===== src/design/cpu_bus_pkg.sv =====
/*
 * Shared definitions for the CPU memory bus: widths, memory map,
 * region encoding and the flash content rule.
 * Imported by the RTL blocks and by the testbench reference model.
 */
package cpu_bus_pkg;

    typedef logic [15:0] addr_t;
    typedef logic [31:0] data_t;
    typedef logic [3:0]  strb_t;

    typedef enum logic [2:0] {
        REGION_RAM,
        REGION_FLASH,
        REGION_STATUS,
        REGION_PAD,
        REGION_NONE
    } region_e;

    // memory map, byte addresses
    localparam addr_t RAM_BASE    = 16'h0000;
    localparam addr_t FLASH_BASE  = 16'h8000;
    localparam addr_t STATUS_ADDR = 16'hC000;
    localparam addr_t PAD_ADDR    = 16'hC004;

    // flash window is 0x8000 to 0xBFFF
    localparam int FLASH_WORDS = 4096;

    // flash image: fixed tag in the upper half, word index below
    function automatic data_t flash_word(input logic [11:0] index);
        return {16'hF1A5, 4'h0, index};
    endfunction

endpackage

===== src/design/flash_reader.sv =====
/*
 * Read-only flash model with a fixed number of wait states.
 * A request starts the wait counter; on expiry the word is latched
 * and done pulses once. A new read needs req to drop first.
 */
module flash_reader
    import cpu_bus_pkg::*;
#(
    parameter int FLASH_WAIT = 3
) (
    input  logic        clk,
    input  logic        rst_n,
    input  logic        req,
    input  logic [11:0] index,
    output data_t       rdata,
    output logic        done
);
    localparam int CNT_W = $clog2(FLASH_WAIT + 2);

    logic [CNT_W-1:0] wait_cnt;
    logic             counting;
    logic             armed;

    always_ff @(posedge clk or negedge rst_n) begin
        if (!rst_n) begin
            wait_cnt <= '0;
            counting <= 1'b0;
            armed    <= 1'b1;
            done     <= 1'b0;
        end else begin
            done <= 1'b0;

            // rearm once the arbiter has let go of the request
            if (!req && !counting) begin
                armed <= 1'b1;
            end

            if (counting) begin
                if (wait_cnt == '0) begin
                    counting <= 1'b0;
                    done     <= 1'b1;
                end else begin
                    wait_cnt <= wait_cnt - 1'b1;
                end
            end else if (req && armed) begin
                counting <= 1'b1;
                armed    <= 1'b0;
                wait_cnt <= CNT_W'(FLASH_WAIT);
            end
        end
    end

    // word captured on the same edge that raises done
    always_ff @(posedge clk) begin
        if (counting && wait_cnt == '0) begin
            rdata <= flash_word(index);
        end
    end

endmodule


===== config.mk =====
export PLATFORM = sky130hd
export DESIGN_NAME = flash_reader
export DESIGN_NICKNAME = d
export VERILOG_FILES = /design/src/design/cpu_bus_pkg.sv /design/src/design/flash_reader.sv
export SDC_FILE = /design/constraint.sdc
export NUM_CORES = 1
export LEC_CHECK = 0
export BUFFER_PORTS_ARGS = -buffer_cell sky130_fd_sc_hd__buf_2
export CORE_MARGIN = 3
export CORE_UTILIZATION = 38
export DETAILED_ROUTE_END_ITERATION = 6
export HOLD_SLACK_MARGIN = 0.06
export MAX_ROUTING_LAYER = met4
export PLACE_DENSITY_LB_ADDON = 0.15
export SYNTH_ARGS = -nofsm -noshare
export SYNTH_HDL_FRONTEND = slang
export SYNTH_SLANG_ARGS = --single-unit

===== constraint.sdc =====
create_clock -name clk -period 1.3 [get_ports clk]
set_input_delay 0 -clock clk [delete_from_list [all_inputs] [get_ports clk]]
set_output_delay 0 -clock clk [all_outputs]
set_load 0.1 [all_outputs]

==> results of run 1 <==
[metal layers]
layer / track usage / vias up
li1: - / 255
met4: 0.0255 / 0
met2: 0.169 / 27
met3: 0.0313 / 0
met1: 0.120 / 220
met5: - / -
[logic make-up (layout without fill, tap and decap cells)]
logic type	Yosys count	count (layout)	share of synthesized area
mux	1	1	0.0122
other cells	2	20	0.00916
fa+ha+maj	2	2	0.0305
flops	18	18	0.624
buf+inv	25	52	0.215
compound gates	6	6	0.0595
simple gates	6	7	0.0489
[Yosys cell counts]
cell type,n
and2_4,1
ha_1,2
edfxtp_1,12
buf_6,1
a211oi_1,1
dfrtp_1,5
nor2_1,1
nor2b_1,1
inv_1,4
o22ai_1,1
a211oi_2,1
mux2i_1,1
nand2b_1,2
buf_4,20
conb_1,2
a21oi_1,1
a32o_1,1
a21o_1,1
and3b_1,1
dfstp_2,1
[final cells by class]
type,instances,area [µm²]
fill,179,878
clock buffer,3,22.5
clock inverter,1,3.75
multi-input combinational,36,233
tap,27,33.8
inverter,4,15.0
timing repair buffer,44,304
sequential,18,512
[worst reg2reg max path, cell delays in order, from the launching register on]
cell and delay [ns]:
dfrtp_1 0.40, inv_2 0.08, ha_4 0.14, ha_4 0.15
buf_6 0.10, nand2b_1 0.05, a32o_1 0.24
[metrics by stage]
| step | power (µW) | utilization | setup slack, ns |
|---|---|---|---|
| final | 2600 | 0.561 | 0.0451 |
| after detailed placement | 2240 | 0.462 | -0.0618 |
| after floorplan | 2110 | - | 0.00673 |
| after CTS | 2570 | 0.554 | 0.00349 |
| after global routing | 2750 | 0.561 | -0.00669 |
| after global placement | 2250 | 0.462 | -0.0252 |
[placed cells by master (no fill, tap or decap), types with 2 or more instances in the layout]
cell | netlist | layout
dlygate4sd3_1 | 0 | 15
ha_4 | 0 | 2
buf_2 | 0 | 27
edfxtp_1 | 12 | 12
dfrtp_1 | 5 | 5
clkbuf_4 | 0 | 3
inv_2 | 0 | 2
nand2b_1 | 2 | 2
conb_1 | 2 | 20
and2_4 | 1 | 2
inv_1 | 4 | 2
[state kept, by name, summed over array words and instances, names as in the netlist, named ones only]
name      flops
wait_cnt      3
rdata        12
counting      1
done          1
[report_power, final]
| group | internal [µW] | switching, µW | total, µW |
|---|---|---|---|
| clock network | 111 | 163 | 274 |
| registers | 805 | 86.5 | 892 |
| logic | 367 | 1070 | 1430 |
[worst paths after layout]
check | start | to | slack, ns
min reg2reg | flop | flop | 0.49
max | wait_cnt[1] | wait_cnt[2] | 0.05
max in group asynchronous | rst_n | wait_cnt[2] | 0.45
min in group clk | req | flop | 0.40
max reg2reg | wait_cnt[1] | wait_cnt[2] | 0.05
min | rst_n | async pin | 0.17
[repair_timing]
action / CTS / global route
pin swaps: 2 / 2
setup buffers: 0 / 0
hold buffers: 15 / 0
hold endpoints to repair: 20 / 0
setup endpoints to repair: 14 / 10
resized for setup: 2 / 2
gates cloned: 1 / 0
==> results_tabular.tex, run 1 <==
\begin{tabular}{lr}
\hline
Metric & Value \\
\hline
\multicolumn{2}{l}{\textbf{Place}} \\
Final Wtd Congestion & just under 0.8 \\
Placed insts & roughly 110 \\
Placed wire-length estimate & 912 µm \\
Buffers on Ports & 27 \\
Area of placed instances & 925 µm² \\
\multicolumn{2}{l}{\textbf{Routing}} \\
Via Count & about 500 \\
Iter 0 DRT Violations & 4 \\
Routed vias/inst & 3.77 \\
Total length of routed wires & about 1400 µm \\
Top Layer Used & met3 \\
Met2 wire len & $\sim$600 µm \\
Number of nets with antenna violations after detailed routing & 0 \\
DRC errors left & 0 \\
Met3 routed wirelength & roughly 140 µm \\
Post-route met1 wirelength & roughly 610 µm \\
Avg WL per Cell & roughly 10 µm \\
Pre-antenna DRT Iters & 4 \\
\multicolumn{2}{l}{\textbf{Synth}} \\
Syn Area/Cell & about 14 µm² \\
Fraction of the yosys area taken by sequential cells & 0.624 \\
Number of distinct library cell variants in the gate-level netlist after synthesis & 20 \\
Post-synth design cell area & 820 µm² \\
Top cell type's share of synthesized area & 0.440 \\
Library cell occupying the most area in the post-synthesis netlist & edfxtp\_1 \\
Syn Inst Count & 60 \\
Top cells by area in the synthesized netlist & edfxtp\_1 44\%, buf\_4 18\%, dfrtp\_1 15\% \\
Register bit total from synthesis & 18 \\
Count of synthesis-stage warnings from yosys & 0 \\
\multicolumn{2}{l}{\textbf{Timing}} \\
Unrepaired setup endpoints after global routing & yes \\
Setup TNS after final layout & 0 ns \\
Final Hold Fails & 0 \\
Worst slack on hold paths & $\sim$0.17 ns \\
Highest clock frequency the design can meet & $\sim$800 MHz \\
Setup skew after layout & around 0.0063 ns \\
Post-route fraction of the period consumed by the critical path & 0.965 \\
Count of final setup violators & 0 \\
Max-slew violations & 0 \\
Final worst path period need & between 1 and 1.5 ns \\
\multicolumn{2}{l}{\textbf{Run status}} \\
Outcome & complete, no violations \\
\multicolumn{2}{l}{\textbf{Worst setup path}} \\
Cell depth of the worst setup path & 6 \\
Critical Path AT & around 1.4 ns \\
Count of buffer and inverter cells on the critical path & 2 \\
Family with the most delay on the worst path & flip-flops \\
Crit Path Category & flop to flop \\
Required time reported for the critical path endpoint & roughly 1.5 ns \\
Worst path slowest cell & dfrtp\_1 \\
Most numerous cell on the critical path & ha\_4 \\
Length in cells of the worst reg-to-reg path & 6 \\
Critical path fanouts, max & 5 \\
Startpoint type of the worst setup path & flop \\
Cell Chain, Critical Path & inv\_2 > ha\_4 > ha\_4 > buf\_6 > nand2b\_1 > a32o\_1 \\
Critical Path Sink Type & flop \\
Delay of the slowest cell on the worst path & around 0.40 ns \\
\multicolumn{2}{l}{\textbf{CTS}} \\
Clock-pin slew of the registers on the worst-case setup and hold paths & $\sim$0.1 ns \\
Num Clock Sinks & 18 \\
Clock Root Buffer & clkbuf\_4 \\
Total number of H-tree levels & 1 \\
Clock tree from TritonCTS & yes \\
Clock buffers created by TritonCTS & 3 \\
Maximum clock insertion buffer count & 2 \\
Worst-Skew Late Latency & 0.28 ns \\
\multicolumn{2}{l}{\textbf{Floorplanning}} \\
Initial standard-cell utilization of the core & 0.409 \\
FP Rows & 16 \\
Die span in y & 52.4 µm \\
Boundary pin count & 48 \\
Total Die Area & 0.00275 mm² \\
Floorplan Core Area & between 0.002 and 0.0025 mm² \\
Horiz. Die Dim & 52.4 µm \\
\multicolumn{2}{l}{\textbf{Layout}} \\
Post-layout nets & about 120 \\
Fraction of final layout cells with drive strength greater than 1 & 0.377 \\
Finished Layout Cells & 133 \\
Inserted Diodes & 0 \\
P\&R area growth vs syn & 37.1\% \\
Finished Cell Area & 0.00112 mm² \\
\multicolumn{2}{l}{\textbf{Power}} \\
PwrDens & $\sim$2300 mW/mm² \\
Leakage power figure & 0.000521 µW \\
Largest vdd supply drop & roughly 1.1 mV \\
\multicolumn{2}{l}{\textbf{Global route}} \\
Vias in the first global route & roughly 460 \\
Number of antenna violations at the first check in global routing & 0 \\
Overall global routing resource usage & 0.102 \\
Maximum number of pins on one net before global-route repair & 11 \\
Remaining Overflow, GRT & 0 \\
Global-route wire length before repair & 1990 µm \\
\multicolumn{2}{l}{\textbf{Job}} \\
Number of max-cap violations & 0 \\
\multicolumn{2}{l}{\textbf{Worst hold path}} \\
Hold WC Path Type & input pin to async pin \\
\hline
\end{tabular}
(Power assumes the default switching activity.)
==> inputs of run 2 (changes only) <==
--- a/config.mk
+++ b/config.mk
@@ -11,7 +11,7 @@
 export DETAILED_ROUTE_END_ITERATION = 6
 export HOLD_SLACK_MARGIN = 0.06
 export MAX_ROUTING_LAYER = met4
-export PLACE_DENSITY_LB_ADDON = 0.15
+export PLACE_DENSITY = 0.85
 export SYNTH_ARGS = -nofsm -noshare
 export SYNTH_HDL_FRONTEND = slang
 export SYNTH_SLANG_ARGS = --single-unit
==> constraint.sdc (replaced) <==
create_clock -name clk -period 1.3 [get_ports clk]
set_input_delay 0 -clock clk [delete_from_list [all_inputs] [get_ports clk]]
set_output_delay 0 -clock clk [all_outputs]
set_load 0.01 [all_outputs]
==> results_tabular.tex, run 2 (synthesized netlist as in run 1, its figures left out) <==
\begin{tabular}{lr}
\hline
Metric & Value \\
\hline
\multicolumn{2}{l}{\textbf{Run status}} \\
Outcome & complete, no violations \\
\multicolumn{2}{l}{\textbf{Place}} \\
Final Wtd Congestion & 0.715 (-10\%) \\
Worst slack at placement & -0.0716 ns (-0.00977 ns) \\
Buffers on Ports & 27 (unchanged) \\
Placed wire-length estimate & 999 µm (+9.6\%) \\
\multicolumn{2}{l}{\textbf{Timing}} \\
Highest clock frequency the design can meet & 778 MHz (-2.4\%) \\
Unrepaired setup endpoints after global routing & yes \\
Final Hold Fails & 0 (unchanged) \\
Max-slew violations & 0 (unchanged) \\
Final worst path period need & 1.29 ns (+0.0312 ns) \\
Setup skew after layout & 0.00874 ns (+0.00242 ns) \\
Min setup slack post-route & 0.0139 ns (-0.0312 ns) \\
Count of final setup violators & 0 (unchanged) \\
Post-route fraction of the period consumed by the critical path & 0.989 (+0.0240) \\
Worst slack on hold paths & 0.195 ns (+0.0258 ns) \\
\multicolumn{2}{l}{\textbf{Worst setup path}} \\
Required time reported for the critical path endpoint & 1.30 ns (-0.18 ns) \\
Critical Path AT & 1.29 ns (-0.14 ns) \\
Crit Path Category & flop to flop \\
Register-to-register path setup slack & 0.01 ns (-0.03 ns) \\
Startpoint type of the worst setup path & flop \\
Critical path fanouts, max & 8 (+3) \\
Reg-to-reg endpoint & rdata[3] \\
Critical Path Sink Type & flop \\
Startpoint of the worst-slack reg-to-reg timing path & wait\_cnt[0] \\
Length in cells of the worst reg-to-reg path & 4 (-2) \\
\multicolumn{2}{l}{\textbf{Floorplanning}} \\
Horiz. Die Dim & 52.4 µm (unchanged) \\
Die span in y & 52.4 µm (unchanged) \\
Total Die Area & 0.00275 mm² (unchanged) \\
Floorplan Core Area & 0.00200 mm² (unchanged) \\
Initial standard-cell utilization of the core & 0.409 (unchanged) \\
FP Rows & 16 (unchanged) \\
Boundary pin count & 48 (unchanged) \\
\multicolumn{2}{l}{\textbf{Layout}} \\
Post-layout nets & 125 (+0.81\%) \\
Flip-flop count of the largest register after layout & 12 (unchanged) \\
Layout fillers & 170 (-5.0\%) \\
Share of the core filled with cells in the final layout & 0.570 (+0.00875) \\
Registers with the most flip-flops & rdata: 12 flops, wait\_cnt: 3 flops \\
Fraction of final layout cells with drive strength greater than 1 & 0.393 (+0.0152) \\
Highest-count cells in the layout ignoring fill and taps & 27 x buf\_2, 20 x conb\_1, 15 x dlygate4sd3\_1, 12 x edfxtp\_1, 5 x dfrtp\_1 \\
P\&R area growth vs syn & 39.2\% \\
Register with the most flip-flops & rdata \\
Commonest non-fill, non-tap cell in the layout & buf\_2 \\
Inserted Diodes & 0 (unchanged) \\
\multicolumn{2}{l}{\textbf{CTS}} \\
Maximum clock insertion buffer count & 2 (unchanged) \\
Clock-pin slew of the registers on the worst-case setup and hold paths & 0.10 ns (about the same) \\
Total number of H-tree levels & 1 (unchanged) \\
Clock Root Buffer & clkbuf\_4 \\
Worst-Skew Late Latency & 0.29 ns (about the same) \\
Clock tree from TritonCTS & yes \\
Num Clock Sinks & 18 (unchanged) \\
Clock buffers created by TritonCTS & 3 (unchanged) \\
\multicolumn{2}{l}{\textbf{Power}} \\
Sw frac & 0.310 (-0.196) \\
Clk network pwr share & 0.170 (+0.064) \\
Internal power & 1360 µW (+6.0\%) \\
Psw & 611 µW (-54\%) \\
Comb pwr share & 0.374 (-0.177) \\
Leakage power figure & 0.000531 µW (+2.0\%) \\
PwrDens & 1730 mW/mm² (-25\%) \\
Largest vdd supply drop & 0.718 mV (-36\%) \\
Sequential power share & 0.456 (+0.113) \\
Total chip power & 1970 µW (-24\%) \\
\multicolumn{2}{l}{\textbf{Global route}} \\
Number of antenna violations at the first check in global routing & 0 (unchanged) \\
Overall global routing resource usage & 0.117 (+0.0155) \\
Maximum number of pins on one net before global-route repair & 11 (unchanged) \\
Remaining Overflow, GRT & 0 (unchanged) \\
Global-route wire length before repair & 2160 µm (+8.3\%) \\
Vias in the first global route & 475 (+4.4\%) \\
\multicolumn{2}{l}{\textbf{Job}} \\
Number of max-cap violations & 0 (unchanged) \\
\multicolumn{2}{l}{\textbf{Routing}} \\
Avg WL per Cell & 11.6 µm (+12\%) \\
Pre-antenna DRT Iters & 1 (-3) \\
Via Count & 528 (+5.2\%) \\
DRC errors left & 0 (unchanged) \\
Iter 0 DRT Violations & 0 (-4) \\
Number of nets with antenna violations after detailed routing & 0 (unchanged) \\
Routed vias/inst & 3.94 (+4.4\%) \\
Total length of routed wires & 1550 µm (+13\%) \\
\multicolumn{2}{l}{\textbf{Worst hold path}} \\
Hold WC Path Type & input pin to async pin \\
\hline
\end{tabular}
-- run 2: changes by cell type in the layout (fill, tap and decap cells not counted) --
cell      before  now
clkinv_1       1    0
clkbuf_8       0    1
buf_4          1    2
-- run 2: what timing repair did --
action                     in CTS  in global routing
resized for setup               3                  1
pin swaps                       1                  4
cloned                          1                  0
setup buffers                   0                  1
hold endpoints to repair       20                  0
hold buffers                   15                  0
setup endpoints to repair      14                 14
-- run 2: worst max-delay path by stage --
stage	from	endpoint	slack [ns]	cells past startpoint
3_3_place_gp	wait_cnt[0]	rdata[9]	-0.02	4
3_5_place_dp	wait_cnt[0]	rdata[2]	-0.07	4
6_report	wait_cnt[0]	rdata[3]	0.01	4
2_1_floorplan	wait_cnt[0]	rdata[0]	0.007	4
4_1_cts	wait_cnt[1]	wait_cnt[2]	0.02	6
5_1_grt	wait_cnt[0]	wait_cnt[2]	-0.04	6
-- run 2: power groups by stage --
stage	clock network (µW)	registers [µW]	logic [µW]
detailed placement	0	905	623
global placement	0	895	603
floorplan	0	916	472
global route	371	918	822
finish	335	898	738
CTS	337	898	707
-- run 2: final cells by class --
type                            instances  area [µm²]  share of cell area
Sequential cell                        18         512               0.448
Timing Repair Buffer                   45         312               0.273
Inverter                                4        15.0              0.0132
Clock buffer                            4        36.3              0.0318
Multi-Input combinational cell         36         233               0.204
Tap cell                               27        33.8              0.0296
-- run 2: metal layers --
layer | global-route usage | vias to the layer above | share of wire
met5 | - | - | 0
met4 | 0.0511 | 0 | 0.017
met3 | 0.0342 | 5 | 0.10
met2 | 0.215 | 36 | 0.50
met1 | 0.113 | 231 | 0.38
li1 | - | 256 | -
-- run 2: per-stage QoR --
step | cells | instance area (µm²) | setup TNS, ns
3_3_place_gp | 113 | 925 | -0.201
2_1_floorplan | 78 | 902 | 0
5_1_grt | 134 | 1140 | -0.228
4_1_cts | 133 | 1130 | 0
6_report | 134 | 1140 | 0
3_5_place_dp | 113 | 925 | -0.880
-- run 2: critical path, stage by stage, from the launching register on --
cell and delay (ns):
dfrtp_1 0.40, inv_2 0.09, ha_4 0.14, ha_4 0.16, and2_4 0.21
==> inputs of run 3 (changes only) <==
--- a/config.mk
+++ b/config.mk
@@ -5,13 +5,15 @@
 export SDC_FILE = /design/constraint.sdc
 export NUM_CORES = 1
 export LEC_CHECK = 0
+export ABC_AREA = 0
 export BUFFER_PORTS_ARGS = -buffer_cell sky130_fd_sc_hd__buf_2
 export CORE_MARGIN = 3
 export CORE_UTILIZATION = 38
 export DETAILED_ROUTE_END_ITERATION = 6
 export HOLD_SLACK_MARGIN = 0.06
 export MAX_ROUTING_LAYER = met4
-export PLACE_DENSITY = 0.85
+export PLACE_DENSITY = 0.78
+export SLEW_MARGIN = 15
 export SYNTH_ARGS = -nofsm -noshare
 export SYNTH_HDL_FRONTEND = slang
 export SYNTH_SLANG_ARGS = --single-unit
==> results_tabular.tex, run 3 (synthesized netlist as in run 1, its figures left out) <==
\begin{tabular}{lr}
\hline
Metric & Value \\
\hline
\multicolumn{2}{l}{\textbf{Floorplanning}} \\
Horiz. Die Dim & 52.4 µm (unchanged) \\
Die span in y & 52.4 µm (unchanged) \\
FP Rows & 16 (unchanged) \\
Floorplan Core Area & 0.00200 mm² (unchanged) \\
Total Die Area & 0.00275 mm² (unchanged) \\
Boundary pin count & 48 (unchanged) \\
Initial standard-cell utilization of the core & 0.409 (unchanged) \\
\multicolumn{2}{l}{\textbf{Worst setup path}} \\
Startpoint of the worst-slack reg-to-reg timing path & wait\_cnt[0] \\
Cell depth of the worst setup path & 6 (+2) \\
Cell Chain, Critical Path & inv\_2 > ha\_4 > ha\_4 > buf\_4 > nand2b\_1 > a32o\_1 \\
Critical Path Sink Type & flop \\
Register-to-register path setup slack & 0.02 ns (about the same) \\
Family with the most delay on the worst path & flip-flops \\
Worst path slowest cell & dfrtp\_1 \\
Length in cells of the worst reg-to-reg path & 6 (+2) \\
Critical Path AT & 1.46 ns (+0.17 ns) \\
Endpoint of the worst setup timing path & wait\_cnt[2] \\
Count of buffer and inverter cells on the critical path & 2 (+1) \\
Most numerous cell on the critical path & ha\_4 \\
Required time reported for the critical path endpoint & 1.49 ns (+0.19 ns) \\
Crit Path Category & flop to flop \\
Reg-to-reg endpoint & wait\_cnt[2] \\
Startpoint type of the worst setup path & flop \\
Startpoint of the most critical setup path & wait\_cnt[0] \\
Critical path fanouts, max & 6 (-2) \\
Delay of the slowest cell on the worst path & 0.40 ns (about the same) \\
\multicolumn{2}{l}{\textbf{Layout}} \\
Fraction of final layout cells with drive strength greater than 1 & 0.393 (unchanged) \\
Highest-count cells in the layout ignoring fill and taps & 27 x buf\_2, 20 x conb\_1, 15 x dlygate4sd3\_1, 12 x edfxtp\_1, 5 x dfrtp\_1 \\
P\&R area growth vs syn & 38.8\% \\
Register with the most flip-flops & rdata \\
Layout fillers & 177 (+4.1\%) \\
Registers with the most flip-flops & rdata: 12 flops, wait\_cnt: 3 flops \\
Flip-flop count of the largest register after layout & 12 (unchanged) \\
Inserted Diodes & 0 (unchanged) \\
Finished Layout Cells & 134 (unchanged) \\
Commonest non-fill, non-tap cell in the layout & buf\_2 \\
Post-layout nets & 125 (unchanged) \\
Finished Cell Area & 0.00114 mm² (-0.33\%) \\
\multicolumn{2}{l}{\textbf{Power}} \\
Comb pwr share & 0.375 (about the same) \\
Psw & 609 µW (-0.25\%) \\
Clk network pwr share & 0.169 (about the same) \\
Internal power & 1360 µW (+0.19\%) \\
Sequential power share & 0.456 (about the same) \\
Largest vdd supply drop & 0.883 mV (+23\%) \\
PwrDens & 1730 mW/mm² (+0.38\%) \\
Leakage power figure & 0.000530 µW (-0.16\%) \\
Sw frac & 0.309 (-0.000933) \\
\multicolumn{2}{l}{\textbf{Routing}} \\
Pre-antenna DRT Iters & 2 (+1) \\
Total length of routed wires & 1460 µm (-6.2\%) \\
Number of nets with antenna violations after detailed routing & 0 (unchanged) \\
Iter 0 DRT Violations & 1 (+1) \\
Via Count & 525 (-0.57\%) \\
Routed vias/inst & 3.92 (-0.57\%) \\
Avg WL per Cell & 10.9 µm (-6.2\%) \\
DRC errors left & 0 (unchanged) \\
\multicolumn{2}{l}{\textbf{Worst hold path}} \\
Hold WC Path Type & input pin to async pin \\
\multicolumn{2}{l}{\textbf{CTS}} \\
Clock buffers created by TritonCTS & 3 (unchanged) \\
Num Clock Sinks & 18 (unchanged) \\
Maximum clock insertion buffer count & 2 (unchanged) \\
Clock tree from TritonCTS & yes \\
Worst-Skew Late Latency & 0.29 ns (about the same) \\
Clock-pin slew of the registers on the worst-case setup and hold paths & 0.10 ns (about the same) \\
Total number of H-tree levels & 1 (unchanged) \\
Clock Root Buffer & clkbuf\_4 \\
\multicolumn{2}{l}{\textbf{Global route}} \\
Global-route wire length before repair & 2060 µm (-4.4\%) \\
Number of antenna violations at the first check in global routing & 0 (unchanged) \\
Remaining Overflow, GRT & 0 (unchanged) \\
Maximum number of pins on one net before global-route repair & 11 (unchanged) \\
Vias in the first global route & 478 (+0.63\%) \\
Overall global routing resource usage & 0.109 (-0.00857) \\
\multicolumn{2}{l}{\textbf{Place}} \\
Worst slack at placement & -0.0609 ns (+0.0107 ns) \\
Area of placed instances & 925 µm² (unchanged) \\
Final Wtd Congestion & 0.664 (-7.0\%) \\
Buffers on Ports & 27 (unchanged) \\
Placed insts & 113 (unchanged) \\
Placed wire-length estimate & 961 µm (-3.9\%) \\
\multicolumn{2}{l}{\textbf{Timing}} \\
Final Hold Fails & 0 (unchanged) \\
Post-route fraction of the period consumed by the critical path & 0.982 (-0.00695) \\
Setup skew after layout & 0.00179 ns (-0.00695 ns) \\
Unrepaired setup endpoints after global routing & yes \\
Max-slew violations & 0 (unchanged) \\
Count of final setup violators & 0 (unchanged) \\
Highest clock frequency the design can meet & 783 MHz (+0.71\%) \\
Final worst path period need & 1.28 ns (-0.00903 ns) \\
Min setup slack post-route & 0.0229 ns (+0.00903 ns) \\
\multicolumn{2}{l}{\textbf{Job}} \\
Number of max-cap violations & 0 (unchanged) \\
\multicolumn{2}{l}{\textbf{Run status}} \\
Outcome & complete, no violations \\
\hline
\end{tabular}
## run 3: cell counts in the layout (fill, tap and decap cells not counted)
No cell type changed its count.
## run 3: repair_timing
item,CTS,global route
cloned,1,0
gates resized for setup,2,1
pin swaps,2,1
setup buffers,0,1
endpoints found under the hold margin,20,0
hold buffers,15,0
endpoints found under the setup margin,14,15
## run 3: worst register-to-register path, cell delays in order, from the launching register on
cell and delay (ns):
dfrtp_1 0.40, inv_2 0.09, ha_4 0.14, ha_4 0.15, buf_4 0.11, nand2b_1 0.05
a32o_1 0.24
## run 3: stage by stage
step / hold WS [ns] / utilization / setup TNS [ns] / total power (µW)
6_report: 0.168 / 0.568 / 0 / 1970
5_1_grt: 0.165 / 0.568 / -0.0313 / 2120
4_1_cts: 0.163 / 0.559 / 0 / 1920
3_5_place_dp: -0.166 / 0.462 / -0.743 / 1530
3_3_place_gp: -0.163 / 0.462 / -0.245 / 1500
2_1_floorplan: -0.296 / - / 0 / 1390
## run 3: layer usage
metal | GRT usage | vias to the layer above | part of all wire
met2 | 0.198 | 36 | 0.48
li1 | - | 257 | -
met4 | 0.0553 | 0 | 0.014
met1 | 0.106 | 230 | 0.37
met5 | - | - | 0
met3 | 0.0256 | 2 | 0.13
## run 3: how the worst min path moves through the flow
stage               start           to  slack [ns]  cells past startpoint
floorplan           rst_n     counting       -0.30                      0
global placement    rst_n  wait_cnt[1]       -0.16                      1
detailed placement  rst_n  wait_cnt[1]       -0.17                      1
CTS                 rst_n    async pin        0.16                      2
global route        rst_n    async pin        0.16                      2
finish              rst_n    async pin        0.17                      2
## run 3: power by group through the flow
| stage | clock, µW | combinational (µW) | sequential [µW] |
|---|---|---|---|
| global placement | 0 | 604 | 895 |
| floorplan | 0 | 472 | 916 |
| detailed placement | 0 | 624 | 903 |
| CTS | 341 | 682 | 896 |
| global route | 373 | 831 | 917 |
| finish | 334 | 740 | 899 |
## run 3: cell type report
cell class / count / area (µm²) / area share
Timing Repair Buffer: 45 / 308 / 0.271
Inverter: 4 / 15.0 / 0.0132
Clock buffer: 4 / 36.3 / 0.0319
Multi-Input combinational cell: 36 / 233 / 0.205
Tap cell: 27 / 33.8 / 0.0297
Sequential cell: 18 / 512 / 0.450
