[src/design/cpu_bus_pkg.sv]
/*
 * Shared definitions for the CPU memory bus: widths, memory map,
 * region encoding and the flash content rule.
 * Imported by the RTL blocks and by the testbench reference model.
 */
package cpu_bus_pkg;

    typedef logic [15:0] addr_t;
    typedef logic [31:0] data_t;
    typedef logic [3:0]  strb_t;

    typedef enum logic [2:0] {
        REGION_RAM,
        REGION_FLASH,
        REGION_STATUS,
        REGION_PAD,
        REGION_NONE
    } region_e;

    // memory map, byte addresses
    localparam addr_t RAM_BASE    = 16'h0000;
    localparam addr_t FLASH_BASE  = 16'h8000;
    localparam addr_t STATUS_ADDR = 16'hC000;
    localparam addr_t PAD_ADDR    = 16'hC004;

    // flash window is 0x8000 to 0xBFFF
    localparam int FLASH_WORDS = 4096;

    // flash image: fixed tag in the upper half, word index below
    function automatic data_t flash_word(input logic [11:0] index);
        return {16'hF1A5, 4'h0, index};
    endfunction

endpackage
[src/design/io_regs.sv]
/*
 * Small I/O block on the CPU bus.
 * Holds a byte-writable status scratch register and samples the
 * two-bit pad input through a two-flop synchronizer.
 */
module io_regs
    import cpu_bus_pkg::*;
(
    input  logic       clk,
    input  logic       rst_n,
    input  logic       status_sel,
    input  logic       pad_sel,
    input  logic       wr,
    input  strb_t      wstrb,
    input  data_t      wdata,
    input  logic [1:0] pad,
    output data_t      rdata
);
    data_t      status_q;
    logic [1:0] pad_meta;
    logic [1:0] pad_sync;

    always_ff @(posedge clk or negedge rst_n) begin
        if (!rst_n) begin
            status_q <= '0;
        end else if (wr && status_sel) begin
            for (int b = 0; b < 4; b++) begin
                if (wstrb[b]) begin
                    status_q[8*b +: 8] <= wdata[8*b +: 8];
                end
            end
        end
    end

    // pad lines are asynchronous to clk
    always_ff @(posedge clk or negedge rst_n) begin
        if (!rst_n) begin
            pad_meta <= '0;
            pad_sync <= '0;
        end else begin
            pad_meta <= pad;
            pad_sync <= pad_meta;
        end
    end

    always_comb begin
        if (status_sel) begin
            rdata = status_q;
        end else if (pad_sel) begin
            rdata = {30'b0, pad_sync};
        end else begin
            rdata = '0;
        end
    end

endmodule

[config.mk]
export PLATFORM = sky130hd
export DESIGN_NAME = io_regs
export DESIGN_NICKNAME = d
export VERILOG_FILES = /design/src/design/cpu_bus_pkg.sv /design/src/design/io_regs.sv
export SDC_FILE = /design/constraint.sdc
export NUM_CORES = 1
export LEC_CHECK = 0
export BUFFER_PORTS_ARGS = -buffer_cell sky130_fd_sc_hd__buf_4
export CORE_ASPECT_RATIO = 0.9
export CORE_MARGIN = 2
export CORE_UTILIZATION = 48
export DETAILED_ROUTE_END_ITERATION = 8
export GPL_TIMING_DRIVEN = 0
export PLACE_DENSITY = 0.91
export SKIP_CTS_REPAIR_TIMING = 1
export SLEW_MARGIN = 10
export SYNTH_ARGS = -nofsm -noshare
export SYNTH_HDL_FRONTEND = slang
export SYNTH_SLANG_ARGS = --single-unit
[constraint.sdc]
create_clock -name clk -period 1.2 [get_ports clk]
set_input_delay 0.24 -clock clk [delete_from_list [all_inputs] [get_ports clk]]
set_output_delay 0.24 -clock clk [all_outputs]
set_load 0.05 [all_outputs]
==> flow_summary.rst, run 1 <==
.. list-table::
   :header-rows: 1

   * - Metric
     - Value
   * - Run status
     - finished, violations left
   * - Violations in the final reports
     - setup timing
   * - Mapped Area
     - 1530 um2
   * - CTS Buf Count
     - 5
   * - Number of warnings printed during yosys synthesis
     - 0
   * - Io pins
     - 75
   * - Fraction of layout instances using a drive strength above 1
     - 77.3%
   * - Primary flip-flop cell chosen by synthesis mapping
     - sky130_fd_sc_hd__dfrtp_1
   * - Routed via count divided by cell count
     - 4.94
   * - Routability Congestion
     - 0.714
   * - Clock tree sinks
     - 36
   * - Tightest Pin Transition
     - 0.428 ns
   * - Smallest hold slack
     - 0.134 ns
   * - Min cycle time layout
     - 1.29 ns
   * - Initial detailed-routing violation count
     - 15
   * - Final Cycle Share
     - 108%
   * - Worst Setup Slack, final
     - -0.0933 ns
   * - Logic gate share of total power
     - 41.0%
   * - Post-detailed-placement half-perimeter wirelength
     - 2.41 mm
   * - Overall routed net length
     - 3.71 mm
   * - Vertical die dimension
     - 57.6 um
   * - Number of max-slew violations in the final report
     - 0
   * - Vias in the first global route
     - 1,172
   * - Top-area cell type share of the netlist area
     - 58.8%
   * - Number of antenna violations at the first check in global routing
     - 0
   * - Starting density of the core
     - 50.4%
   * - CTS Root Buffer Type
     - sky130_fd_sc_hd__clkbuf_4
   * - RSZ-0062 raised after global routing
     - yes
   * - Startpoint types
     - register
   * - Slowest cell on the critical path
     - sky130_fd_sc_hd__dfrtp_1
   * - Post-synth cell types
     - 8
   * - Number of H-tree levels
     - 2
   * - Relative area change from synthesis to final layout
     - 67.5%
   * - Number of hold violations in the final report
     - 0
   * - Post-route cell area
     - 2570 um2
   * - Largest area contributor in the synthesized netlist
     - sky130_fd_sc_hd__dfrtp_1
   * - Crit path largest cell delay
     - 0.35 ns
   * - Cell-by-cell trace of the critical path
     - nand2_1, o21ai_2, buf_6
   * - Max frequency
     - 773 MHz
   * - Setup skew after layout
     - 0.00136 ns
   * - Largest net degree at the start of global routing
     - 37
   * - Number of antenna cells inserted
     - 0
   * - Worst-skew pair later-pin latency
     - 0.33 ns
   * - Ranking of synthesized cells by instance count
     - sky130_fd_sc_hd__dfrtp_1 (36), sky130_fd_sc_hd__mux2_2 (32), sky130_fd_sc_hd__and2_1 (30)
   * - Die Outline Area
     - 3660 um2
   * - Leakage power figure
     - 1.23 nW
   * - Cell Pwr Density
     - 1440 nW/um2
   * - Clock-pin slew of the registers on the worst-case setup and hold paths
     - 0.10 ns
   * - DR pass1 iterations
     - 2
   * - Net Switching
     - 1.23 mW
   * - Area of placed instances
     - 2180 um2
   * - Worst IR drop on VDD
     - 1060 uV
   * - GRT overflow
     - 0
   * - Number of flops mapped to enable cells by yosys
     - 0
   * - Leading cell type by number of instances after synthesis
     - sky130_fd_sc_hd__dfrtp_1
   * - Crit Path Class
     - reg -> out
   * - Number of I/O port buffers
     - 74
   * - Required @ worst endpoint
     - 0.96 ns
   * - # rows
     - 19
   * - Total global routing track utilization
     - 17.9%
   * - CTS Buffer Depth
     - 2
   * - Post-detailed-route DRC marker count
     - 0
   * - Endpoint arrival time on the critical path
     - 1.05 ns
   * - Clk network pwr share
     - 17.6%
   * - CP endpoint kind
     - output pin
   * - Core ar.
     - 3040 um2
   * - Internal Dissipation
     - 2.48 mW
   * - Via Count
     - 1,186
   * - Final layout net count
     - 240
   * - Worst slew margin relative to its limit
     - 71.5%
   * - Worst hold-check path type
     - in -> reg
   * - Per-instance average area after synthesis
     - 13.7 um2
   * - Final cell utilization of the core
     - 84.4%
   * - Total of endpoints with negative setup slack in the final report
     - 32
   * - Post-synth net total
     - 155
   * - Number of max-capacitance violations reported
     - 0
   * - Final routed wire length divided by cell count
     - 15.5 um
   * - Fraction of power spent switching nets
     - 33.1%
   * - Share of power burned in registers
     - 41.4%
   * - Die Width
     - 63.6 um
   * - Clock tree from TritonCTS
     - yes
   * - Share of flip-flops with an asynchronous set or reset after synthesis
     - 100%
   * - Final antenna-violating net count
     - 0
   * - Post-synthesis cell count
     - 112
   * - Most area-consuming cells after synthesis
     - sky130_fd_sc_hd__dfrtp_1 (59%), sky130_fd_sc_hd__mux2_2 (24%), sky130_fd_sc_hd__and2_1 (12%)
   * - Wire length of the first global-routing pass
     - 5.00 mm
   * - Max FO, Critical Path
     - 1
   * - Sequential element share of the synthesized area
     - 58.8%
   * - Post-synthesis sequential element count
     - 36
## worst paths after layout
| kind | from | endpoint | slack, ns | cells after the start |
|---|---|---|---|---|
| min reg2reg | pad_meta[0] | pad_sync[0] | 0.36 | 0 |
| max | pad_sync[0] | rdata[0] | -0.09 | 3 |
| max in group asynchronous | rst_n | status_q[26] | 0.48 | 2 |
| min in group asynchronous | rst_n | status_q[31] | 0.41 | 2 |
| max reg2reg | status_q[13] | status_q[13] | 0.30 | 2 |
| min | wdata[10] | status_q[10] | 0.13 | 2 |
## metal layers
layer | vias to the layer above | track usage [%] | wire length [um] | share of wire, %
met5 | - | 0 | 0 | 0
met4 | 0 | 8.39 | 44 | 1.2
met3 | 5 | 6.02 | 289 | 7.8
met2 | 54 | 29.6 | 1890 | 51
met1 | 581 | 21.3 | 1490 | 40
li1 | 546 | - | - | -
## registers in the layout, summed over array words and instances, names as in the netlist
name and count:
status_q 32, pad_meta 2, pad_sync 2
## cells by family (layout without fill, tap and decap cells)
kind of cell,after synthesis,after routing,synth area share [%]
and+or+nand+nor,38,38,15.8
DFF,36,36,58.8
muxes,32,32,23.5
buffers and inverters,4,90,1.22
AOI/OAI and AO/OA,2,2,0.653
## power by group through the flow
stage | Clock [mW] | Sequential [mW] | Combinational [mW]
2_1_floorplan | 0 | 1.50 | 0.819
3_3_place_gp | 0 | 1.52 | 1.17
3_5_place_dp | 0 | 1.54 | 1.19
4_1_cts | 0.671 | 1.51 | 1.19
5_1_grt | 0.727 | 1.56 | 1.59
6_report | 0.652 | 1.53 | 1.52
## cell type report
class	instances	area (um2)
Buffer	4	41.3
Clock buffer	8	58.8
Fill cell	166	475
Multi-Input combinational cell	72	696
Sequential cell	36	901
Tap cell	42	52.6
Timing Repair Buffer	78	818
## critical path, delay by kind of cell, from the launching register on
| kind | cells | cell delay [ns] |
|---|---|---|
| compound gates | 1 | 0.13 |
| buf+inv | 1 | 0.18 |
| flops | 1 | 0.35 |
| simple gates | 1 | 0.07 |
## cells in the final DEF, fill, tap and decap left out
cell type and count:
sky130_fd_sc_hd__buf_4 44, sky130_fd_sc_hd__dfrtp_1 36, sky130_fd_sc_hd__mux2_2 32, sky130_fd_sc_hd__and2_4 30
sky130_fd_sc_hd__buf_8 28, sky130_fd_sc_hd__buf_6 7, sky130_fd_sc_hd__clkbuf_4 5, sky130_fd_sc_hd__nand2_1 4
sky130_fd_sc_hd__nand3_2 4, sky130_fd_sc_hd__dlygate4sd3_1 3, sky130_fd_sc_hd__o21ai_2 2, sky130_fd_sc_hd__clkbuf_1 2
sky130_fd_sc_hd__clkbuf_8 1
## stage by stage
| stage | total power [mW] | std cells | setup WS, ns | setup TNS [ns] |
|---|---|---|---|---|
| 2_1_floorplan | 2.32 | 112 | -0.172 | -0.345 |
| 3_3_place_gp | 2.68 | 228 | -0.253 | -5.90 |
| 3_5_place_dp | 2.73 | 228 | -0.261 | -6.53 |
| 4_1_cts | 3.37 | 236 | -0.265 | -6.93 |
| 5_1_grt | 3.87 | 240 | -0.134 | -3.00 |
| 6_report | 3.71 | 240 | -0.0933 | -1.58 |
No activity file was read; power rests on OpenSTA's default activity.
==> run 2, diff against run 1 <==
--- a/config.mk
+++ b/config.mk
@@ -5,13 +5,15 @@
 export SDC_FILE = /design/constraint.sdc
 export NUM_CORES = 1
 export LEC_CHECK = 0
+export ABC_AREA = 1
 export BUFFER_PORTS_ARGS = -buffer_cell sky130_fd_sc_hd__buf_4
 export CORE_ASPECT_RATIO = 0.9
 export CORE_MARGIN = 2
-export CORE_UTILIZATION = 48
+export CORE_UTILIZATION = 50
 export DETAILED_ROUTE_END_ITERATION = 8
 export GPL_TIMING_DRIVEN = 0
-export PLACE_DENSITY = 0.91
+export PLACE_DENSITY = 0.92
+export RECOVER_POWER = 50
 export SKIP_CTS_REPAIR_TIMING = 1
 export SLEW_MARGIN = 10
 export SYNTH_ARGS = -nofsm -noshare
==> run 2 against run 1 <==
Non-clock buffer count is 12 higher. Largest power group unchanged. Critical path type is now in -> out. Die area is 7.0% higher. Routed wire length is 19% higher. The run now ends clean. Synthesized cell count is 95% higher. Sequential share of layout area is 0.42 points lower. Worst setup slack better by 0.11 ns. Combinational power is 20% lower. Fmax is 9.1% higher. Final cell count is 45% higher. Total power is 3.8% lower.
==> flow_summary.rst, run 2 <==
.. list-table::
   :header-rows: 1

   * - Metric
     - Value
   * - Run status
     - complete, no violations
   * - Overall routed net length
     - 4.42 mm (+19%)
   * - Endpoint arrival time on the critical path
     - 0.95 ns (-0.10 ns)
   * - Clock tree sinks
     - 36 (unchanged)
   * - Clock tree from TritonCTS
     - yes
   * - Die Width
     - 65.8 um (+3.5%)
   * - Post-synth cell types
     - 8 (unchanged)
   * - Cell-by-cell trace of the critical path
     - buf_4, buf_8, buf_8, nand2_1, inv_1, buf_6
   * - Worst slew margin relative to its limit
     - 68.3% (-3.1 points)
   * - Leading cell type by number of instances after synthesis
     - sky130_fd_sc_hd__nand2_1
   * - Wire length of the first global-routing pass
     - 6.81 mm (+36%)
   * - Mapped Area
     - 1720 um2 (+12%)
   * - Area of placed instances
     - 2290 um2 (+5.2%)
   * - Ranking of synthesized cells by instance count
     - sky130_fd_sc_hd__nand2_1 (98), sky130_fd_sc_hd__dfrtp_1 (36), sky130_fd_sc_hd__nand4_1 (32)
   * - Final Cycle Share
     - 98.8% (-9.0 points)
   * - Routability Congestion
     - 0.763 (+6.8%)
   * - Crit path largest cell delay
     - 0.16 ns (-0.19 ns)
   * - GRT overflow
     - 0 (unchanged)
   * - CTS Buffer Depth
     - 2 (unchanged)
   * - Core ar.
     - 3330 um2 (+9.4%)
   * - Relative area change from synthesis to final layout
     - 51.4%
   * - Total global routing track utilization
     - 23.3% (+5.5 points)
   * - Setup skew after layout
     - 0.000105 ns (-0.00126 ns)
   * - Crit Path Class
     - in -> out
   * - Clock-pin slew of the registers on the worst-case setup and hold paths
     - 0.06 ns (-0.04 ns)
   * - Critical path depth in cells
     - 6 (+3)
   * - Number of antenna cells inserted
     - 0 (unchanged)
   * - Post-synthesis cell count
     - 218 (+95%)
   * - Min cycle time layout
     - 1.19 ns (-0.108 ns)
   * - Number of flip-flops under the largest register name
     - 32 (unchanged)
   * - Required @ worst endpoint
     - 0.96 ns (about the same)
   * - Logic depth of the worst register-to-register path
     - 3 (+1)
   * - Post-route cell area
     - 2600 um2 (+1.2%)
   * - Primary flip-flop cell chosen by synthesis mapping
     - sky130_fd_sc_hd__dfrtp_1
   * - Post-detailed-route DRC marker count
     - 0 (unchanged)
   * - Most area-consuming cells after synthesis
     - sky130_fd_sc_hd__dfrtp_1 (52%), sky130_fd_sc_hd__nand2_1 (21%), sky130_fd_sc_hd__nand4_1 (12%)
   * - Startpoint types
     - primary input
   * - WP buf/inv
     - 5 (+4)
   * - Vias in the first global route
     - 1,604 (+37%)
   * - Largest area contributor in the synthesized netlist
     - sky130_fd_sc_hd__dfrtp_1
   * - CP endpoint kind
     - output pin
   * - Cell Pwr Density
     - 1370 nW/um2 (-5.0%)
   * - Worst hold-check path type
     - in -> reg
   * - Non-filler instance count after layout
     - 349 (+45%)
   * - Highest-count cells in the layout ignoring fill and taps
     - sky130_fd_sc_hd__nand2_1 (98), sky130_fd_sc_hd__buf_4 (43), sky130_fd_sc_hd__dfrtp_1 (36), sky130_fd_sc_hd__buf_6 (35), sky130_fd_sc_hd__nand4_1 (32)
   * - Total of endpoints with negative setup slack in the final report
     - 0 (-100%)
   * - Reg-to-reg startpoint
     - status_q[10]
   * - Io pins
     - 75 (unchanged)
   * - Worst IR drop on VDD
     - 800 uV (-25%)
   * - Largest net degree at the start of global routing
     - 37 (unchanged)
   * - Final layout net count
     - 347 (+45%)
   * - RSZ-0062 raised after global routing
     - yes
   * - Count of placed standard cells including taps
     - 331 (+45%)
   * - Worst setup path end
     - rdata[8]
   * - Final antenna-violating net count
     - 0 (unchanged)
   * - Setup TNS
     - 0 ns (+1.58 ns)
   * - Top cell by count, worst path
     - sky130_fd_sc_hd__buf_8
   * - Fraction of layout instances using a drive strength above 1
     - 33.1% (-44 points)
   * - DR pass1 iterations
     - 5 (+3)
   * - Most flops, register
     - status_q
   * - Pre-CTS worst setup slack
     - -0.0437 ns (+0.217 ns)
   * - Routed via count divided by cell count
     - 4.99 (+1.0%)
   * - Post-detailed-placement half-perimeter wirelength
     - 2.99 mm (+24%)
   * - Design Power
     - 3.56 mW (-3.8%)
   * - Number of flops mapped to enable cells by yosys
     - 0 (unchanged)
   * - CP startpoint
     - status_sel
   * - # rows
     - 20 (+1)
   * - Number of hold violations in the final report
     - 0 (unchanged)
   * - Number of max-slew violations in the final report
     - 0 (unchanged)
   * - Post-synth net total
     - 261 (+68%)
   * - Number of antenna violations at the first check in global routing
     - 0 (unchanged)
   * - Number of warnings printed during yosys synthesis
     - 0 (unchanged)
   * - Most common cell after layout, fill and taps aside
     - sky130_fd_sc_hd__nand2_1
   * - Family of cells with the greatest summed delay on the critical path
     - buffers and inverters
   * - CTS Root Buffer Type
     - sky130_fd_sc_hd__clkbuf_8
   * - Via Count
     - 1,742 (+47%)
   * - Leakage power figure
     - 1.58 nW (+29%)
   * - Worst-skew pair later-pin latency
     - 0.28 ns (-0.05 ns)
   * - Worst Setup Slack, final
     - 0.0148 ns (+0.108 ns)
   * - Share of flip-flops with an asynchronous set or reset after synthesis
     - 100% (unchanged)
   * - CTS Buf Count
     - 5 (unchanged)
   * - Vertical die dimension
     - 59.6 um (+3.4%)
   * - Sequential element share of the synthesized area
     - 52.5% (-6.3 points)
   * - Starting density of the core
     - 51.6% (+1.2 points)
   * - Reg2reg end
     - status_q[10]
   * - Largest registers
     - status_q (32), pad_meta (2), pad_sync (2)
   * - Max frequency
     - 844 MHz (+9.1%)
   * - Number of H-tree levels
     - 2 (unchanged)
   * - Slowest cell on the critical path
     - sky130_fd_sc_hd__buf_6
   * - Initial detailed-routing violation count
     - 128 (+113)
   * - Per-instance average area after synthesis
     - 7.87 um2 (-42%)
   * - Top-area cell type share of the netlist area
     - 52.5% (-6.3 points)
   * - Post-synthesis sequential element count
     - 36 (unchanged)
   * - Worst reg-to-reg setup slack
     - 0.44 ns (+0.14 ns)
   * - Die Outline Area
     - 3920 um2 (+7.0%)
   * - Max FO, Critical Path
     - 10 (+9)
   * - Tightest Pin Transition
     - 0.475 ns (+0.0470 ns)
   * - Final routed wire length divided by cell count
     - 12.7 um (-18%)
   * - Number of I/O port buffers
     - 69 (-6.8%)
   * - Number of max-capacitance violations reported
     - 0 (unchanged)
[run 2: changes by cell type in the layout (fill, tap and decap cells not counted), sizes merged]
cell         before  now
and2             30    0
buf              79   89
clkbuf            8   12
dlygate4sd3       3    1
inv               0   31
mux2             32    0
nand2             4   98
nand3             4    6
nand4             0   32
o21ai             2    0
[run 2: worst min path at each step]
stage	from	endpoint	cells past startpoint
floorplan	rst_n	pad_meta[0]	0
global placement	rst_n	status_q[11]	1
detailed placement	rst_n	status_q[14]	1
CTS	rst_n	status_q[14]	1
global route	pad[1]	pad_meta[1]	1
finish	pad[0]	pad_meta[0]	1
[run 2: worst register-to-register path, delay by kind of cell (launching register included)]
| family | cells | cell delay (ns) |
|---|---|---|
| DFF | 1 | 0.39 |
| buffers and inverters | 1 | 0.13 |
| and+or+nand+nor | 2 | 0.13 |
[run 2: metrics by stage]
stage / hold WS [ns] / utilization (%)
CTS: -0.0890 / 71.5
floorplan: -0.0556 / -
finish: 0.0791 / 78.1
global route: 0.0685 / 78.1
detailed placement: 0.218 / 68.8
global placement: 0.216 / 68.8
[run 2: final cells by class]
cell class / instances / area [um2]
inverter: 31 / 116
fill: 226 / 729
timing repair buffer: 79 / 716
multi-input combinational: 136 / 598
clock buffer: 8 / 90.1
sequential: 36 / 901
buffer: 15 / 123
tap: 44 / 55.1
[run 2: metal layers]
| metal | vias up | global-route usage (%) | share of wire (%) |
|---|---|---|---|
| met5 | - | 0 | 0 |
| li1 | 854 | - | - |
| met3 | 5 | 7.41 | 7.1 |
| met1 | 826 | 29.3 | 43 |
| met4 | 0 | 6.85 | 1.0 |
| met2 | 57 | 39.0 | 49 |
[run 2: cells by family (layout without fill, tap and decap cells)]
| group | count (synthesis) | in the layout | synth area share, % |
|---|---|---|---|
| and+or+nand+nor | 136 | 136 | 34.8 |
| DFF | 36 | 36 | 52.5 |
| buffers and inverters | 46 | 133 | 12.7 |
[run 2: power by group]
group | internal (mW) | switching, mW | total [mW] | leakage [nW]
Clock | 0.468 | 0.396 | 0.864 | 0.0455
Combinational | 0.481 | 0.734 | 1.22 | 1.09
Sequential | 1.39 | 0.0928 | 1.48 | 0.446
==> run 3, diff against run 2 <==
--- a/config.mk
+++ b/config.mk
@@ -5,14 +5,14 @@
 export SDC_FILE = /design/constraint.sdc
 export NUM_CORES = 1
 export LEC_CHECK = 0
-export ABC_AREA = 1
+export ABC_AREA = 0
 export BUFFER_PORTS_ARGS = -buffer_cell sky130_fd_sc_hd__buf_4
 export CORE_ASPECT_RATIO = 0.9
 export CORE_MARGIN = 2
-export CORE_UTILIZATION = 50
+export CORE_UTILIZATION = 48
 export DETAILED_ROUTE_END_ITERATION = 8
 export GPL_TIMING_DRIVEN = 0
-export PLACE_DENSITY = 0.92
+export PLACE_DENSITY = 0.91
 export RECOVER_POWER = 50
 export SKIP_CTS_REPAIR_TIMING = 1
 export SLEW_MARGIN = 10
==> run 3 against run 2 <==
The flow now finishes with violations (setup timing). Sequential share of layout area increased by 0.46 points. Total power grew 3.9%. Routed wire length is 16% lower. Die area fell by 6.5%. Largest power group unchanged. Critical path type is now reg -> out. Largest cell class unchanged.
==> flow_summary.rst, run 3 (synthesis results as in run 1) <==
.. list-table::
   :header-rows: 1

   * - Metric
     - Value
   * - Final cell utilization of the core
     - 84.3% (+6.2 points)
   * - Most common cell after layout, fill and taps aside
     - sky130_fd_sc_hd__buf_4
   * - Number of max-capacitance violations reported
     - 0 (unchanged)
   * - Most flops, register
     - status_q
   * - Starting density of the core
     - 50.4% (-1.2 points)
   * - Post-detailed-placement half-perimeter wirelength
     - 2.41 mm (-19%)
   * - Setup skew after layout
     - 0.00136 ns (+0.00126 ns)
   * - Worst IR drop on VDD
     - 1060 uV (+33%)
   * - Worst reg-to-reg setup slack
     - 0.30 ns (-0.14 ns)
   * - RSZ-0062 raised after global routing
     - yes
   * - Final layout net count
     - 240 (-31%)
   * - Io pins
     - 75 (unchanged)
   * - Origin of the worst min-delay path
     - wdata[10]
   * - Post-detailed-route DRC marker count
     - 0 (unchanged)
   * - Min cycle time layout
     - 1.29 ns (+0.108 ns)
   * - Largest registers
     - status_q (32), pad_meta (2), pad_sync (2)
   * - Wire length of the first global-routing pass
     - 5.00 mm (-27%)
   * - Violations in the final reports
     - setup timing
   * - Count of placed standard cells including taps
     - 228 (-31%)
   * - Routed via count divided by cell count
     - 4.94 (-1.0%)
   * - Clock tree sinks
     - 36 (unchanged)
   * - Fraction of layout instances using a drive strength above 1
     - 77.3% (+44 points)
   * - Final routed wire length divided by cell count
     - 15.5 um (+22%)
   * - Die Outline Area
     - 3660 um2 (-6.5%)
   * - GRT overflow
     - 0 (unchanged)
   * - Overall routed net length
     - 3.71 mm (-16%)
   * - Number of hold violations in the final report
     - 0 (unchanged)
   * - Number of cells traversed by the worst hold path
     - 2 (+1)
   * - DR pass1 iterations
     - 2 (-3)
   * - Highest-count cells in the layout ignoring fill and taps
     - sky130_fd_sc_hd__buf_4 (41), sky130_fd_sc_hd__dfrtp_1 (36), sky130_fd_sc_hd__mux2_2 (32), sky130_fd_sc_hd__and2_4 (30), sky130_fd_sc_hd__buf_8 (28)
   * - Final antenna-violating net count
     - 0 (unchanged)
   * - Via Count
     - 1,186 (-32%)
   * - Number of antenna violations at the first check in global routing
     - 0 (unchanged)
   * - Leakage power figure
     - 1.22 nW (-22%)
   * - Logic depth of the worst register-to-register path
     - 2 (-1)
   * - Worst Setup Slack, final
     - -0.0934 ns (-0.108 ns)
   * - Smallest hold slack
     - 0.134 ns (+0.0553 ns)
   * - CTS Root Buffer Type
     - sky130_fd_sc_hd__clkbuf_4
   * - Worst slew margin relative to its limit
     - 49.6% (-19 points)
   * - Clock-pin slew of the registers on the worst-case setup and hold paths
     - 0.10 ns (+0.04 ns)
   * - Startpoint types
     - register
   * - Total global routing track utilization
     - 17.9% (-5.5 points)
   * - Initial detailed-routing violation count
     - 15 (-88%)
   * - Core ar.
     - 3040 um2 (-8.6%)
   * - Vias in the first global route
     - 1,172 (-27%)
   * - Crit Path Class
     - reg -> out
   * - Cell Pwr Density
     - 1440 nW/um2 (+5.3%)
   * - Worst-skew pair later-pin latency
     - 0.33 ns (+0.05 ns)
   * - Vertical die dimension
     - 57.6 um (-3.3%)
   * - Number of H-tree levels
     - 2 (unchanged)
   * - Endpoint arrival time on the critical path
     - 1.05 ns (+0.10 ns)
   * - Routability Congestion
     - 0.714 (-6.4%)
   * - Design Power
     - 3.70 mW (+3.9%)
   * - Final Cycle Share
     - 108% (+9.0 points)
   * - Number of antenna cells inserted
     - 0 (unchanged)
   * - Relative area change from synthesis to final layout
     - 67.3%
   * - Number of I/O port buffers
     - 74 (+7.2%)
   * - Hold Path Sink
     - status_q[10]
   * - Setup TNS
     - -1.59 ns (-1.59 ns)
   * - Largest net degree at the start of global routing
     - 37 (unchanged)
   * - Max FO, Critical Path
     - 1 (-9)
   * - CTS Buffer Depth
     - 2 (unchanged)
   * - Reg2reg end
     - status_q[13]
   * - CTS Buf Count
     - 5 (unchanged)
   * - Tightest Pin Transition
     - 0.755 ns (+0.281 ns)
   * - Run status
     - finished, violations left
   * - CP endpoint kind
     - output pin
   * - Max frequency
     - 773 MHz (-8.4%)
   * - Required @ worst endpoint
     - 0.96 ns (about the same)
   * - Non-filler instance count after layout
     - 240 (-31%)
   * - Number of flip-flops under the largest register name
     - 32 (unchanged)
   * - Number of max-slew violations in the final report
     - 0 (unchanged)
   * - Reg-to-reg startpoint
     - status_q[13]
   * - Clock tree from TritonCTS
     - yes
   * - # rows
     - 19 (-5.0%)
   * - Worst hold-check path type
     - in -> reg
   * - Die Width
     - 63.6 um (-3.3%)
   * - Total of endpoints with negative setup slack in the final report
     - 32 (+32)
==> run 3: cell count changes in the layout (fill, tap and decap cells not counted), moves of 7 or more <==
cell / previous run / this run
sky130_fd_sc_hd__buf_8: 3 / 28
sky130_fd_sc_hd__inv_1: 28 / 0
sky130_fd_sc_hd__buf_6: 35 / 7
sky130_fd_sc_hd__and2_4: 0 / 30
sky130_fd_sc_hd__nand2_1: 98 / 4
sky130_fd_sc_hd__buf_2: 8 / 1
sky130_fd_sc_hd__mux2_2: 0 / 32
sky130_fd_sc_hd__nand4_1: 32 / 0
==> run 3: how the worst max path moves through the flow <==
stage                           start   endpoint  slack (ns)  cells past startpoint
after floorplan            status_sel   rdata[0]       -0.17                      4
after global placement     status_sel   rdata[1]       -0.25                      6
after detailed placement   status_sel  rdata[25]       -0.26                      5
after CTS                  status_sel  rdata[25]       -0.27                      5
after global routing      pad_sync[0]   rdata[0]       -0.13                      3
final                     pad_sync[0]   rdata[0]       -0.09                      3
==> run 3: routing by layer <==
metal	vias to the layer above	part of all wire, %	global-route usage (%)
li1	546	-	-
met1	581	40	21.3
met2	54	51	29.6
met3	5	8.0	6.02
met4	0	1.2	8.39
met5	-	0	0
==> run 3: per-stage QoR <==
stage,setup WS [ns],area (um2)
2_1_floorplan,-0.172,1570
3_3_place_gp,-0.253,2180
3_5_place_dp,-0.261,2180
4_1_cts,-0.265,2230
5_1_grt,-0.134,2560
6_report,-0.0934,2560
==> run 3: area by class of cell <==
cell class | instances | area, um2
plain buffers | 4 | 41.3
clock buffers | 8 | 58.8
fillers | 166 | 478
multi-input cells | 72 | 696
flip-flops and latches | 36 | 901
well taps | 42 | 52.6
repair buffers | 78 | 816
==> run 3: power breakdown <==
| part | internal [mW] | switching [mW] |
|---|---|---|
| Combinational | 0.765 | 0.754 |
| Sequential | 1.42 | 0.110 |
| Clock | 0.289 | 0.363 |
==> run 3: critical path, stage by stage (launching register included) <==
cell                      delay [ns]
sky130_fd_sc_hd__dfrtp_1        0.35
sky130_fd_sc_hd__nand2_1        0.07
sky130_fd_sc_hd__o21ai_2        0.13
sky130_fd_sc_hd__buf_6          0.18
